--- config.mk ---
export PLATFORM = sky130hd
export DESIGN_NAME = acp_mem_subsystem
export DESIGN_NICKNAME = d
export VERILOG_FILES = /design/src/acp_mem_pkg.sv /design/src/acp_mem_subsystem.sv /design/src/burst_master.sv /design/src/bus_arbiter.sv /design/src/mem_interface.sv /design/src/sample_ram.sv
export SDC_FILE = /design/constraint.sdc
export NUM_CORES = 1
export LEC_CHECK = 0
export BUFFER_PORTS_ARGS = -buffer_cell sky130_fd_sc_hd__buf_4
export CORE_ASPECT_RATIO = 1.25
export CORE_MARGIN = 5
export CORE_UTILIZATION = 40
export CTS_CLUSTER_DIAMETER = 40
export CTS_CLUSTER_SIZE = 24
export DETAILED_ROUTE_END_ITERATION = 10
export HOLD_SLACK_MARGIN = 0.12
export PLACE_DENSITY = 0.61
export SLEW_MARGIN = 30
export SYNTH_ARGS = -nofsm -noshare
export SYNTH_HDL_FRONTEND = slang
export SYNTH_HIERARCHICAL = 1
export SYNTH_SLANG_ARGS = --single-unit
--- constraint.sdc ---
create_clock -name clk -period 4.7 [get_ports clk]
set_input_delay 0.705 -clock clk [delete_from_list [all_inputs] [get_ports clk]]
set_output_delay 0.705 -clock clk [all_outputs]
set_load 0.05 [all_outputs]
--- src/acp_mem_pkg.sv ---
`default_nettype none

package acp_mem_pkg;

    // Bus and storage widths
    localparam int ADDR_W = 5;
    localparam int WORD_W = 32;
    localparam int DEPTH = 1 << ADDR_W;

    // Wait-state cycles between ack and the first data beat
    localparam int LATENCY = 4;
    localparam int LAT_W = $clog2(LATENCY) + 1;

    // Largest burst, also the write buffer depth
    localparam int MAX_BURST = 8;
    localparam int PTR_W = $clog2(MAX_BURST);

    typedef logic [ADDR_W-1:0] addr_t;
    typedef logic [WORD_W-1:0] word_t;
    typedef logic [1:0] burst_code_t;
    typedef logic [3:0] beat_count_t;
    typedef logic [PTR_W-1:0] buf_ptr_t;

    // Burst code to word count: 1, 2, 4 or 8
    localparam beat_count_t BURST_BEATS [4] = '{4'd1, 4'd2, 4'd4, 4'd8};

    typedef enum logic [2:0] {
        wait_for_ack,
        read_wait,
        write_wait,
        read_data,
        write_data,
        finish
    } mem_state_t;

    typedef enum logic [2:0] {
        idle,
        loading,
        requesting,
        active,
        releasing
    } master_state_t;

endpackage

`default_nettype wire

--- src/acp_mem_subsystem.sv ---
`timescale 1ns/1ps
`default_nettype none

module acp_mem_subsystem (
    input  wire                           clk,
    input  wire                           latency_counter_reset,
    input  wire                           ch0_cmd_valid,
    output logic                          ch0_cmd_ready,
    input  wire                           ch0_cmd_we,
    input  wire acp_mem_pkg::addr_t       ch0_cmd_addr,
    input  wire acp_mem_pkg::burst_code_t ch0_cmd_burst,
    input  wire                           ch0_wdata_valid,
    input  wire acp_mem_pkg::word_t       ch0_wdata,
    output logic                          ch0_rdata_valid,
    output acp_mem_pkg::word_t            ch0_rdata,
    output logic                          ch0_done,
    input  wire                           ch1_cmd_valid,
    output logic                          ch1_cmd_ready,
    input  wire                           ch1_cmd_we,
    input  wire acp_mem_pkg::addr_t       ch1_cmd_addr,
    input  wire acp_mem_pkg::burst_code_t ch1_cmd_burst,
    input  wire                           ch1_wdata_valid,
    input  wire acp_mem_pkg::word_t       ch1_wdata,
    output logic                          ch1_rdata_valid,
    output acp_mem_pkg::word_t            ch1_rdata,
    output logic                          ch1_done
);

    // Channel requests toward the arbiter
    logic ch0_req;
    logic ch0_req_we;
    logic ch0_grant;
    acp_mem_pkg::addr_t ch0_req_addr;
    acp_mem_pkg::burst_code_t ch0_req_burst;
    acp_mem_pkg::word_t ch0_req_wdata;
    logic ch1_req;
    logic ch1_req_we;
    logic ch1_grant;
    acp_mem_pkg::addr_t ch1_req_addr;
    acp_mem_pkg::burst_code_t ch1_req_burst;
    acp_mem_pkg::word_t ch1_req_wdata;

    // Shared bus after the arbiter
    logic bus_ack;
    logic bus_we;
    acp_mem_pkg::addr_t bus_addr;
    acp_mem_pkg::burst_code_t bus_burst;
    acp_mem_pkg::word_t bus_wdata;

    // Interface and RAM side
    logic data_we;
    logic read_beat;
    logic burst_done;
    acp_mem_pkg::addr_t ram_addr;
    acp_mem_pkg::word_t ram_rdata;

    burst_master ch0 (
        .clk(clk), .latency_counter_reset(latency_counter_reset),
        .cmd_valid(ch0_cmd_valid), .cmd_ready(ch0_cmd_ready),
        .cmd_we(ch0_cmd_we), .cmd_addr(ch0_cmd_addr), .cmd_burst(ch0_cmd_burst),
        .wdata_valid(ch0_wdata_valid), .wdata(ch0_wdata),
        .rdata_valid(ch0_rdata_valid), .rdata(ch0_rdata), .done(ch0_done),
        .grant(ch0_grant), .data_we(data_we), .read_beat(read_beat),
        .burst_done(burst_done), .bus_rdata(ram_rdata),
        .req(ch0_req), .req_we(ch0_req_we), .req_addr(ch0_req_addr),
        .req_burst(ch0_req_burst), .req_wdata(ch0_req_wdata)
    );

    burst_master ch1 (
        .clk(clk), .latency_counter_reset(latency_counter_reset),
        .cmd_valid(ch1_cmd_valid), .cmd_ready(ch1_cmd_ready),
        .cmd_we(ch1_cmd_we), .cmd_addr(ch1_cmd_addr), .cmd_burst(ch1_cmd_burst),
        .wdata_valid(ch1_wdata_valid), .wdata(ch1_wdata),
        .rdata_valid(ch1_rdata_valid), .rdata(ch1_rdata), .done(ch1_done),
        .grant(ch1_grant), .data_we(data_we), .read_beat(read_beat),
        .burst_done(burst_done), .bus_rdata(ram_rdata),
        .req(ch1_req), .req_we(ch1_req_we), .req_addr(ch1_req_addr),
        .req_burst(ch1_req_burst), .req_wdata(ch1_req_wdata)
    );

    bus_arbiter arbiter (
        .clk(clk), .latency_counter_reset(latency_counter_reset),
        .req0(ch0_req), .req1(ch1_req), .we0(ch0_req_we), .we1(ch1_req_we),
        .addr0(ch0_req_addr), .addr1(ch1_req_addr),
        .burst0(ch0_req_burst), .burst1(ch1_req_burst),
        .wdata0(ch0_req_wdata), .wdata1(ch1_req_wdata),
        .grant0(ch0_grant), .grant1(ch1_grant),
        .ack(bus_ack), .we(bus_we), .addr(bus_addr), .burst(bus_burst), .wdata(bus_wdata)
    );

    // No consumer of the wait flag in this subsystem
    mem_interface mem_if (
        .clk(clk), .latency_counter_reset(latency_counter_reset),
        .ack(bus_ack), .we(bus_we), .addr(bus_addr), .burst(bus_burst),
        .wait_out(), .data_we(data_we), .read_beat(read_beat),
        .burst_done(burst_done), .ram_addr(ram_addr)
    );

    sample_ram ram (
        .clk(clk), .addr(ram_addr), .we(data_we), .wdata(bus_wdata), .rdata(ram_rdata)
    );

endmodule

`default_nettype wire

--- src/burst_master.sv ---
`timescale 1ns/1ps
`default_nettype none

module burst_master (
    input  wire                           clk,
    input  wire                           latency_counter_reset,
    input  wire                           cmd_valid,
    output logic                          cmd_ready,
    input  wire                           cmd_we,
    input  wire acp_mem_pkg::addr_t       cmd_addr,
    input  wire acp_mem_pkg::burst_code_t cmd_burst,
    input  wire                           wdata_valid,
    input  wire acp_mem_pkg::word_t       wdata,
    output logic                          rdata_valid,
    output acp_mem_pkg::word_t            rdata,
    output logic                          done,
    input  wire                           grant,
    input  wire                           data_we,
    input  wire                           read_beat,
    input  wire                           burst_done,
    input  wire acp_mem_pkg::word_t       bus_rdata,
    output logic                          req,
    output logic                          req_we,
    output acp_mem_pkg::addr_t            req_addr,
    output acp_mem_pkg::burst_code_t      req_burst,
    output acp_mem_pkg::word_t            req_wdata
);

    acp_mem_pkg::master_state_t state;

    logic cmd_we_q;
    acp_mem_pkg::addr_t cmd_addr_q;
    acp_mem_pkg::burst_code_t cmd_burst_q;

    acp_mem_pkg::word_t wbuf [acp_mem_pkg::MAX_BURST];
    acp_mem_pkg::buf_ptr_t load_ptr;
    acp_mem_pkg::buf_ptr_t rd_ptr;

    logic cmd_accept;
    logic load_word;
    logic last_load;

    assign cmd_accept = cmd_valid && cmd_ready;
    assign load_word = (state == acp_mem_pkg::loading) && wdata_valid;
    assign last_load = load_word && (acp_mem_pkg::beat_count_t'(load_ptr) + 4'd1 ==
        acp_mem_pkg::BURST_BEATS[cmd_burst_q]);

    always_ff @(posedge clk) begin
        if (latency_counter_reset) begin
            state <= acp_mem_pkg::idle;
        end else begin
            case (state)
                acp_mem_pkg::idle: begin
                    if (cmd_valid && cmd_we) begin
                        state <= acp_mem_pkg::loading;
                    end else if (cmd_valid) begin
                        state <= acp_mem_pkg::requesting;
                    end
                end
                acp_mem_pkg::loading: begin
                    if (last_load) begin
                        state <= acp_mem_pkg::requesting;
                    end
                end
                acp_mem_pkg::requesting: begin
                    if (grant) begin
                        state <= acp_mem_pkg::active;
                    end
                end
                // burst_done is shared, so only ours counts
                acp_mem_pkg::active: begin
                    if (grant && burst_done) begin
                        state <= acp_mem_pkg::releasing;
                    end
                end
                default: begin
                    state <= acp_mem_pkg::idle;
                end
            endcase
        end
    end

    always_ff @(posedge clk) begin
        if (cmd_accept) begin
            cmd_we_q <= cmd_we;
            cmd_addr_q <= cmd_addr;
            cmd_burst_q <= cmd_burst;
        end
    end

    // Load pointer fills the buffer, read pointer follows the write beats
    always_ff @(posedge clk) begin
        if (latency_counter_reset || cmd_accept) begin
            load_ptr <= '0;
            rd_ptr <= '0;
        end else begin
            if (load_word) begin
                load_ptr <= load_ptr + 1'b1;
            end
            if (grant && data_we) begin
                rd_ptr <= rd_ptr + 1'b1;
            end
        end
    end

    always_ff @(posedge clk) begin
        if (load_word) begin
            wbuf[load_ptr] <= wdata;
        end
    end

    // Read words go out one cycle after their beat
    always_ff @(posedge clk) begin
        if (latency_counter_reset) begin
            rdata_valid <= 1'b0;
        end else begin
            rdata_valid <= grant && read_beat;
        end
    end

    always_ff @(posedge clk) begin
        if (grant && read_beat) begin
            rdata <= bus_rdata;
        end
    end

    assign cmd_ready = (state == acp_mem_pkg::idle);
    assign done = (state == acp_mem_pkg::releasing);
    assign req = (state == acp_mem_pkg::requesting) || (state == acp_mem_pkg::active);
    assign req_we = cmd_we_q;
    assign req_addr = cmd_addr_q;
    assign req_burst = cmd_burst_q;
    assign req_wdata = wbuf[rd_ptr];

    assert property (@(posedge clk) disable iff (latency_counter_reset)
        wdata_valid |-> (state == acp_mem_pkg::loading))
        else $error("write word presented outside the load phase");

endmodule

`default_nettype wire

--- src/bus_arbiter.sv ---
`timescale 1ns/1ps
`default_nettype none

module bus_arbiter (
    input  wire                             clk,
    input  wire                             latency_counter_reset,
    input  wire                             req0,
    input  wire                             req1,
    input  wire                             we0,
    input  wire                             we1,
    input  wire acp_mem_pkg::addr_t         addr0,
    input  wire acp_mem_pkg::addr_t         addr1,
    input  wire acp_mem_pkg::burst_code_t   burst0,
    input  wire acp_mem_pkg::burst_code_t   burst1,
    input  wire acp_mem_pkg::word_t         wdata0,
    input  wire acp_mem_pkg::word_t         wdata1,
    output logic                            grant0,
    output logic                            grant1,
    output logic                            ack,
    output logic                            we,
    output acp_mem_pkg::addr_t              addr,
    output acp_mem_pkg::burst_code_t        burst,
    output acp_mem_pkg::word_t              wdata
);

    // Channel that won most recently
    logic last;
    logic held;
    logic pick1;

    // A grant stays as long as its owner keeps req high
    assign held = (grant0 && req0) || (grant1 && req1);

    // On a tie the channel that did not win last time goes first
    assign pick1 = req1 && (!req0 || !last);

    always_ff @(posedge clk) begin
        if (latency_counter_reset) begin
            grant0 <= 1'b0;
            grant1 <= 1'b0;
            last <= 1'b1;
        end else if (!held) begin
            grant0 <= req0 && !pick1;
            grant1 <= pick1;
            if (req0 || req1) begin
                last <= pick1;
            end
        end
    end

    // Shared bus follows the granted channel
    assign ack = held;
    assign we = grant1 ? we1 : we0;
    assign addr = grant1 ? addr1 : addr0;
    assign burst = grant1 ? burst1 : burst0;
    assign wdata = grant1 ? wdata1 : wdata0;

    assert property (@(posedge clk) disable iff (latency_counter_reset)
        !(grant0 && grant1))
        else $error("both channels granted");

endmodule

`default_nettype wire

--- src/mem_interface.sv ---
`timescale 1ns/1ps
`default_nettype none

module mem_interface (
    input  wire                           clk,
    input  wire                           latency_counter_reset,
    input  wire                           ack,
    input  wire                           we,
    input  wire acp_mem_pkg::addr_t       addr,
    input  wire acp_mem_pkg::burst_code_t burst,
    output logic                          wait_out,
    output logic                          data_we,
    output logic                          read_beat,
    output logic                          burst_done,
    output acp_mem_pkg::addr_t            ram_addr
);

    acp_mem_pkg::mem_state_t state;
    acp_mem_pkg::mem_state_t state_next;

    logic [acp_mem_pkg::LAT_W-1:0] lat_cnt;
    acp_mem_pkg::addr_t addr_cnt;
    acp_mem_pkg::beat_count_t beats;
    acp_mem_pkg::beat_count_t beat_cnt;

    logic in_wait;
    logic in_data;
    logic last_wait;
    logic last_beat;

    assign in_wait = (state == acp_mem_pkg::read_wait) || (state == acp_mem_pkg::write_wait);
    assign in_data = (state == acp_mem_pkg::read_data) || (state == acp_mem_pkg::write_data);
    assign last_wait = (lat_cnt == acp_mem_pkg::LATENCY - 1);

    // Counting beats keeps bursts that wrap past address 31 correct
    assign last_beat = (beat_cnt == beats - 4'd1);

    always_ff @(posedge clk) begin
        if (latency_counter_reset) begin
            state <= acp_mem_pkg::wait_for_ack;
        end else begin
            state <= state_next;
        end
    end

    always_comb begin
        state_next = state;
        case (state)
            acp_mem_pkg::wait_for_ack: begin
                if (ack) begin
                    if (we) begin
                        state_next = acp_mem_pkg::write_wait;
                    end else begin
                        state_next = acp_mem_pkg::read_wait;
                    end
                end
            end
            acp_mem_pkg::read_wait: begin
                if (last_wait) begin
                    state_next = acp_mem_pkg::read_data;
                end
            end
            acp_mem_pkg::write_wait: begin
                if (last_wait) begin
                    state_next = acp_mem_pkg::write_data;
                end
            end
            acp_mem_pkg::read_data, acp_mem_pkg::write_data: begin
                if (last_beat) begin
                    state_next = acp_mem_pkg::finish;
                end
            end
            // Hold until the requester lets go of ack
            acp_mem_pkg::finish: begin
                if (!ack) begin
                    state_next = acp_mem_pkg::wait_for_ack;
                end
            end
            default: begin
                state_next = acp_mem_pkg::wait_for_ack;
            end
        endcase
    end

    // Latency and beat counters restart every time we sit idle
    always_ff @(posedge clk) begin
        if (latency_counter_reset || state == acp_mem_pkg::wait_for_ack) begin
            lat_cnt <= '0;
            beat_cnt <= '0;
        end else begin
            if (in_wait) begin
                lat_cnt <= lat_cnt + 1'b1;
            end
            if (in_data) begin
                beat_cnt <= beat_cnt + 4'd1;
            end
        end
    end

    // Start address and burst length captured while idle
    always_ff @(posedge clk) begin
        if (state == acp_mem_pkg::wait_for_ack) begin
            addr_cnt <= addr;
            beats <= acp_mem_pkg::BURST_BEATS[burst];
        end else if (in_data) begin
            addr_cnt <= addr_cnt + 1'b1;
        end
    end

    // Wait drops in the last latency cycle
    assign wait_out = in_wait && !last_wait;
    assign data_we = (state == acp_mem_pkg::write_data);
    assign read_beat = (state == acp_mem_pkg::read_data);
    assign burst_done = (state == acp_mem_pkg::finish);
    assign ram_addr = addr_cnt;

    assert property (@(posedge clk) disable iff (latency_counter_reset)
        (state == acp_mem_pkg::wait_for_ack && ack) |=> (ack until_with burst_done))
        else $error("ack dropped before burst_done");

    assert property (@(posedge clk) disable iff (latency_counter_reset)
        !(data_we && read_beat))
        else $error("write and read beat in the same cycle");

endmodule

`default_nettype wire

--- src/sample_ram.sv ---
`timescale 1ns/1ps
`default_nettype none

module sample_ram (
    input  wire                     clk,
    input  wire acp_mem_pkg::addr_t addr,
    input  wire                     we,
    input  wire acp_mem_pkg::word_t wdata,
    output acp_mem_pkg::word_t      rdata
);

    // Sample storage, undefined until written
    acp_mem_pkg::word_t mem [acp_mem_pkg::DEPTH];

    always_ff @(posedge clk) begin
        if (we) begin
            mem[addr] <= wdata;
        end
    end

    // Asynchronous read, so a read beat's word is ready in its own cycle
    assign rdata = mem[addr];

endmodule

`default_nettype wire
Word-level counts from Yosys, hierarchy flattened. Memory sizes are Yosys's and may differ from the RTL's. A register that Yosys moved wholly into a read port is not among the register bits. Cells that the tools add are included.

Input port bits: 86. Memories kept: 3. Memory bits (read-only): 0. Word-level logic and storage cells: 159. Output and inout port bits: 70. Bits in registers: 122. Bits in latches: 0. Memory bits (writable): 1536.

Add/sub/neg operators: 10. Multiply operators: 0. Reduce and logical (&&, ||, !) cells: 40. Magnitude comparators: 3. Muxes and demuxes: 45. Bitwise logic cells: 4. Divide/modulo/power cells: 0. Shift-type cells: 0. Eq/ne operators: 30.

Memories: ram.mem (depth 32, width 32, rd ports 1, clocked after memory_dff 1, write ports 1, RTL line sample_ram.sv:13) `acp_mem_pkg::word_t mem [acp_mem_pkg::DEPTH];`; ch0.wbuf (depth 8, width 32, rd ports 1, clocked after memory_dff 1, write ports 1, RTL line burst_master.sv:35) `acp_mem_pkg::word_t wbuf [acp_mem_pkg::MAX_BURST];`; ch1.wbuf (depth 8, width 32, rd ports 1, clocked after memory_dff 1, write ports 1, RTL line burst_master.sv:35).

Operators by type and width (number): $mux 3 (19); $mux 32 (1); $bmux 4 s2 (3); $mux 4 (6); $pmux 3 s4 (2); $eq 3x2->1 const B (7); $mux 5 (4); $ne 2x1->1 const B (10); $logic_and 1x1->1 (18); $add 3x1->3 const B (5); $pmux 3 s5 (1); $eq 3x3->1 const B (4); $eq 4x4->1 (3); $logic_or 1x1->1 (10); $eq 3x1->1 const B (3); $ge 3x3->1 const B (3); $logic_not 3->1 (3); $not 2->3 (3); $add 3x1->4 const B (2); $reduce_and 4->1 (2); $mux 1 (7); $ne 3x3->1 const B (2); $add 5x1->5 const B (1); $reduce_and 5->1 (1); 9 further kinds (12).

Logic depth before layout (Yosys ltp). Gate-level depths: netlist of the first run.

Depth in word-level cells: 8. Depth in mapped cells: 8. Mapped depth without buffers: 7.

Hierarchy. Netlist of the first run, hierarchy kept.

Modules (own cells, without submodules): sample_ram (sequential area each 30749.5 um^2, cells an instance 2075, area each 39101.3 um^2, times used 1); burst_master (sequential area each 9148.8 um^2, cells an instance 505, area each 11730.0 um^2, times used 2); mem_interface (sequential area each 470.5 um^2, cells an instance 115, area each 1082.3 um^2, times used 1); bus_arbiter (sequential area each 60.1 um^2, cells an instance 63, area each 669.4 um^2, times used 1).

Worst setup path before layout of the first run. Ideal clock, no wire load.

Path type: register to register. From: register mem_if.state[0]. To: memory ram/mem[24][0] in the netlist's numbering, enable pin. Path buffers: 2. Data required time: 4.239 ns. Stages on the path, launching flop included: 6. Library setup time: 0.461 ns. Period minus slack after synthesis: 4.168 ns. Slack: 0.532 ns. Arrival time: 3.707 ns. Cells stage by stage: dfxtp_1 -> buf_2 -> nor2_1 -> or3b_2 -> clkbuf_1 -> nor3_1.

Word-level cells in the longest chain between the ends: 3.

RTL lines: start: declaration (RTL line mem_interface.sv:18) `acp_mem_pkg::mem_state_t state;`; start signal: assignment (RTL line mem_interface.sv:40) `state <= acp_mem_pkg::wait_for_ack;`; start signal: assignment (RTL line mem_interface.sv:42) `state <= state_next;`; $eq 3x3->1 (RTL line mem_interface.sv:112) `assign data_we = (state == acp_mem_pkg::write_data);`; net data_we (RTL line acp_mem_subsystem.sv:51) `logic data_we;`; $mux 1 (RTL line sample_ram.sv:16) `if (we) begin`; $mux 1 (not written as such) (RTL line sample_ram.sv:17) `mem[addr] <= wdata;`; end: declaration (RTL line sample_ram.sv:13).

The timed path passes the listed nets, and every way through them passes these cells.

Worst setup path in the final report of the first run.
From: register mem_if.state[2]. To: memory ram/mem[9][11] in the netlist's numbering, enable pin.

The elaborated chain is that of the path after synthesis.

==> results.txt, run 1 <==
Final Non-Filler Cells - 5867
crit end category - flop
clock tree sinks - 1664
CORE AREA - 159800 µm²
Antenna Nets Post-Route - 0
DRT Pass-1 Iters - 5
Max Freq - 260.4 MHz
share of cells above drive strength 1 - 23.14%
I/O Buffers - 155
die width - 368.6 µm
dpl cells - 5423
Post-CTS Setup Bufs - 0
worst vdd ir - 0.5556 mV
largest net degree at the start of global routing - 107
Die Y - 458.3 µm
DR WL met3 - 9.039 mm
CTS tree - done
Met1 Routed Length - 62.88 mm
Routed WL - 154.6 mm
Final Wtd Congestion - 0.7471
Hold Vio Cnt, Final - 0
DRT iter0 DRCs - 2943
PD cells - 538.3 nW/µm²
WS Path Type - flop to flop
IO Count - 156
gr ovfl total - 0
Nets - 3712
Net Count, Synth - 3357
RSZ-0062 raised after global routing - no
Max clock buf depth - 3
Vias - 32.14k
Clock Latency Late Sink - 840 ps
normalized max-slew margin - 28.49%
Worst-path clk slew - 60 ps
final setup fails - 0
Critical Path RT - 5220 ps
Power, Total - 40980 µW
# H-tree levels - 4
run status - completed
YS warnings - 6
Vias/cell - 5.479
Num CTS Buffers - 186
vias in the first global route - 32.49k
met2 WL - 78.77 mm
clk_skew - 66.04 ps
Syn Area/Cell - 19.71 µm²
Sum Neg Setup Slack - 0 ps
area grow syn2layout - 18.37%
crit path DAT - 4360 ps
row cnt - 164
pre-CTS setup slack - 755.4 ps
post-route DRC violation count - 0
Cells after Synth - 3262
Worst setup SP type - flop
clock root buffer - clkbuf_16
Max Slew Vio Count - 0
CP max FO - 21
worst slew pin tran - 1063 ps
Hold Path Class - primary input to flop
fill count - 13.07k
Post-DP HPWL - 91.37 mm
GR Util All Layers - 18.05%
number of max-cap violations - 0
Leak Pwr - 0.02551 µW
Final period util - 81.71%
final worst slack - 859.6 ps
synthesized area - 64310 µm²
initial antenna violation count - 12
Avg WL per Cell - 26.34 µm
Initial Utilization - 40.23%
first-pass GRT wire length - 223.7 mm
Final min period - 3840 ps
DR top layer - met5
die area - 168900 µm²
## cells in the final DEF (no fill, tap or decap), types with 10 or more instances in the layout
cell,n
a21oi_1,16
buf_12,14
buf_4,252
bufinv_16,21
clkbuf_1,10
clkbuf_16,186
clkinv_1,11
clkinv_2,11
clkinv_4,13
clkinv_8,11
clkinvlp_4,15
dfxtp_1,32
diode_2,11
dlygate4sd3_1,80
edfxtp_1,1625
inv_1,10
inv_6,42
inv_8,19
mux2_2,75
mux2_4,30
mux2i_1,513
mux4_1,54
mux4_2,74
nand2_1,58
nand2b_1,15
nand3_1,14
nor2_1,27
nor2_4,40
nor2b_1,13
nor4_1,57
o21ai_0,13
o22ai_1,256
xor2_1,10
## worst paths after layout
check	start	to	slack (ps)	cells past startpoint
max	mem_if/state[2]$_SDFFE_PP0P_	ram/mem[9][11]$_DFFE_PP_	860	5
min reg2reg	ch1/rd_ptr[1]$_SDFFE_PP0P_	flop	480	2
min	ch0_wdata_valid	ch0/load_ptr[1]$_SDFFE_PP0P_	230	3
max reg2reg	mem_if/state[2]$_SDFFE_PP0P_	ram/mem[9][11]$_DFFE_PP_	860	5
## metrics by stage
step | utilization, % | hold slack [ps] | cell area [µm²]
floorplan | - | 454.1 | 64310
global placement | 42.74 | 469.2 | 68330
detailed placement | 42.86 | 464.1 | 68510
CTS | 47.57 | 147.5 | 76040
global route | 47.61 | 202.2 | 76100
finish | 47.62 | 227.6 | 76120
## state kept, by name (all words and copies together), names as in the netlist, 4 cells and up, named ones only
signal and count:
ch0/rdata 32, ch0/req_addr 5, ch0/wbuf 256, ch1/rdata 32
ch1/req_addr 5, ch1/wbuf 256, mem_if/beat_cnt 4, mem_if/beats 4
mem_if/ram_addr 5, ram/mem 1024
## routing by layer
metal,track usage [%],vias to the layer above
met3,3.256,251
met1,23.19,16720
met5,0,-
met4,5.220,4
li1,-,14190
met2,31.51,982
## layout make-up
| cell class | count | area, µm² | share of cell area (%) |
|---|---|---|---|
| Antenna cell | 11 | 27.53 | 0.03616 |
| Clock buffer | 197 | 4706 | 6.182 |
| Clock inverter | 155 | 2021 | 2.655 |
| Inverter | 10 | 37.54 | 0.04931 |
| Multi-Input combinational cell | 1403 | 14000 | 18.40 |
| Sequential cell | 1664 | 49590 | 65.15 |
| Tap cell | 2075 | 2596 | 3.411 |
| Timing Repair Buffer | 352 | 3138 | 4.122 |
## where the power goes
group          total [µW]  switching (µW)  internal, µW
Sequential          17800             346         17500
Combinational        7770            5040          2730
Clock               15400            6610          8800
## worst max-delay path: stages, from the launching register on
cell,delay [ps]
dfxtp_1,540
nand2b_1,170
nor2_1,700
nand3b_1,810
nor2_4,960
buf_4,360
## timing repair
item,4_1_cts,5_1_grt
resized for setup,0,0
hold buffers,80,0
endpoints found under the hold margin,528,0
No activity file was read; power rests on OpenSTA's default activity.
==> run 2: changes to the inputs <==
==> constraint.sdc (replaced) <==
create_clock -name clk -period 3.7 [get_ports clk]
set_input_delay 0.555 -clock clk [delete_from_list [all_inputs] [get_ports clk]]
set_output_delay 0.555 -clock clk [all_outputs]
set_load 0.05 [all_outputs]
==> run 2 against run 1 <==
Sequential power up 26%; critical path depth up 2; non-clock buffer count up 22; clock power up 19%; clock skew down 39 ps; first-iteration DRC count down 9.1%; power up 24%; worst hold slack better by 240 ps; register-to-register slack worse by 360 ps; combinational power up 27%; setup slack worse by 360 ps; largest power group unchanged; highest routed layer unchanged.
==> results.txt, run 2 (synthesis gave the netlist of run 1 again) <==
Max clock buf depth - 3 (unchanged)
DRT iter0 DRCs - 2674 (-9.1%)
max incr delay on CP - 640 ps (-320 ps)
commonest non-fill, non-tap cell in the layout - edfxtp_1
Worst setup SP type - flop
initial antenna violation count - 21 (+9)
Num CTS Buffers - 177 (-4.8%)
Final Wtd Congestion - 0.8001 (+7.1%)
Buf+Inv Stages, Crit Path - 3 (+2)
Clock Latency Late Sink - 820 ps (-20 ps)
Post-CTS Setup Bufs - 0 (unchanged)
first-pass GRT wire length - 224.5 mm (+0.36%)
PD cells - 667.5 nW/µm² (+24%)
Post-DP HPWL - 91.66 mm (+0.32%)
Max Freq - 312.9 MHz (+20%)
crit path DAT - 3720 ps (-640 ps)
normalized max-slew margin - 33.82% (+5.3 points)
die area - 168900 µm² (unchanged)
CP max FO - 49 (+130%)
clock root buffer - clkbuf_16
Worst-path clk slew - 60 ps (about the same)
Antenna Nets Post-Route - 0 (unchanged)
gr ovfl total - 0 (unchanged)
DRT Pass-1 Iters - 7 (+2)
# H-tree levels - 4 (unchanged)
Power, Total - 50650 µW (+24%)
row cnt - 164 (unchanged)
Max Slew Vio Count - 0 (unchanged)
Top Registers - ram/mem: 1024 flops, ch0/wbuf: 256 flops, ch1/wbuf: 256 flops
most frequent cells in the layout - 1625 x edfxtp_1, 513 x mux2i_1, 256 x o22ai_1
CTS tree - done
Vias - 32.25k (+0.32%)
clock tree sinks - 1664 (unchanged)
worst slew pin tran - 983.6 ps (-79.19 ps)
Avg WL per Cell - 26.61 µm (+1.0%)
worst vdd ir - 0.5272 mV (-5.1%)
IO Count - 156 (unchanged)
Die Y - 458.3 µm (unchanged)
Routed WL - 156.2 mm (+1.1%)
Hold Vio Cnt, Final - 0 (unchanged)
area grow syn2layout - 17.99%
crit end category - flop
Initial Utilization - 40.23% (unchanged)
run status - completed
share of cells above drive strength 1 - 22.75% (-0.39 points)
WS Path Type - flop to flop
Largest Register - ram/mem
Leak Pwr - 0.02539 µW (-0.46%)
post-route DRC violation count - 0 (unchanged)
CP dominant cell by count - buf_12
Vias/cell - 5.491 (+0.23%)
RSZ-0062 raised after global routing - no
die width - 368.6 µm (unchanged)
Critical Path RT - 4220 ps (-1000 ps)
max reg flops - 1024 (unchanged)
Hold Path Class - primary input to flop
worst hold slack - 468.6 ps (+241.1 ps)
R2R setup slack - 500 ps (-360 ps)
I/O Buffers - 155 (unchanged)
Nets - 3725 (+0.35%)
Final period util - 86.39% (+4.7 points)
clk_skew - 26.91 ps (-39.13 ps)
worst path cell trace - buf_12 > buf_12 > buf_4 > mux2i_1 > o22ai_1 > nor4_1 > nand2_1
final setup fails - 0 (unchanged)
Sum Neg Setup Slack - 0 ps (unchanged)
number of max-cap violations - 0 (unchanged)
Slowest-stage cell, CP - nor4_1
crit-path leading delay family - buffers and inverters
CORE AREA - 159800 µm² (unchanged)
vias in the first global route - 32.44k (-0.15%)
Final min period - 3196 ps (-644.1 ps)
GR Util All Layers - 18.27% (+0.22 points)
largest net degree at the start of global routing - 70 (-35%)
[run 2: layout make-up]
cell class,count,area [µm²]
Clock buffer,194,4556
Fill cell,13100,83970
Clock inverter,140,1633
Antenna cell,12,30.03
Sequential cell,1664,49590
Timing Repair Buffer,374,3471
Multi-Input combinational cell,1403,13960
Tap cell,2075,2596
Inverter,10,37.54
[run 2: report_power, final]
group	leakage, µW	internal [µW]	total (µW)	switching [µW]
Clock	0.00295	10300	18300	8030
Combinational	0.00749	3570	9870	6300
Sequential	0.0150	22200	22500	330
[run 2: final timing paths]
path	startpoint	end	cells after the start
max	mem_if/ram_addr[1]$_DFFE_PP_	ch1/rdata[12]$_DFFE_PP_	7
max reg2reg	mem_if/ram_addr[1]$_DFFE_PP_	ch1/rdata[12]$_DFFE_PP_	7
min reg2reg	ch1/rd_ptr[1]$_SDFFE_PP0P_	flop	2
min	ch0_cmd_addr[4]	ch0/req_addr[4]$_DFFE_PP_	2
[run 2: routing by layer]
metal	track usage [%]	share of wire, %	routed length [µm]
met4	6.315	3.3	5158
met5	0	0.063	98
met2	31.33	50	78580
met1	23.22	40	62960
met3	3.783	6.0	9441
[run 2: what timing repair did]
item                                   4_1_cts  5_1_grt
gates resized for setup                      0        0
endpoints found under the hold margin      546        0
hold buffers                                85        0
[run 2: metrics by stage]
stage	cells	cell area, µm²	utilization [%]	setup WS, ps
finish	5872	75880	47.47	503.7
global route	5864	75860	47.46	402.5
CTS	5860	75850	47.45	547.8
detailed placement	5441	68810	43.05	554.2
global placement	5441	68810	43.05	570.8
floorplan	3262	64340	-	155.7
[run 2: worst reg2reg max path: stages, from the launching register on]
cell and delay, ps:
edfxtp_1 440, buf_12 380, buf_12 390, buf_4 520, mux2i_1 290, o22ai_1 110, nor4_1 640, nand2_1 170
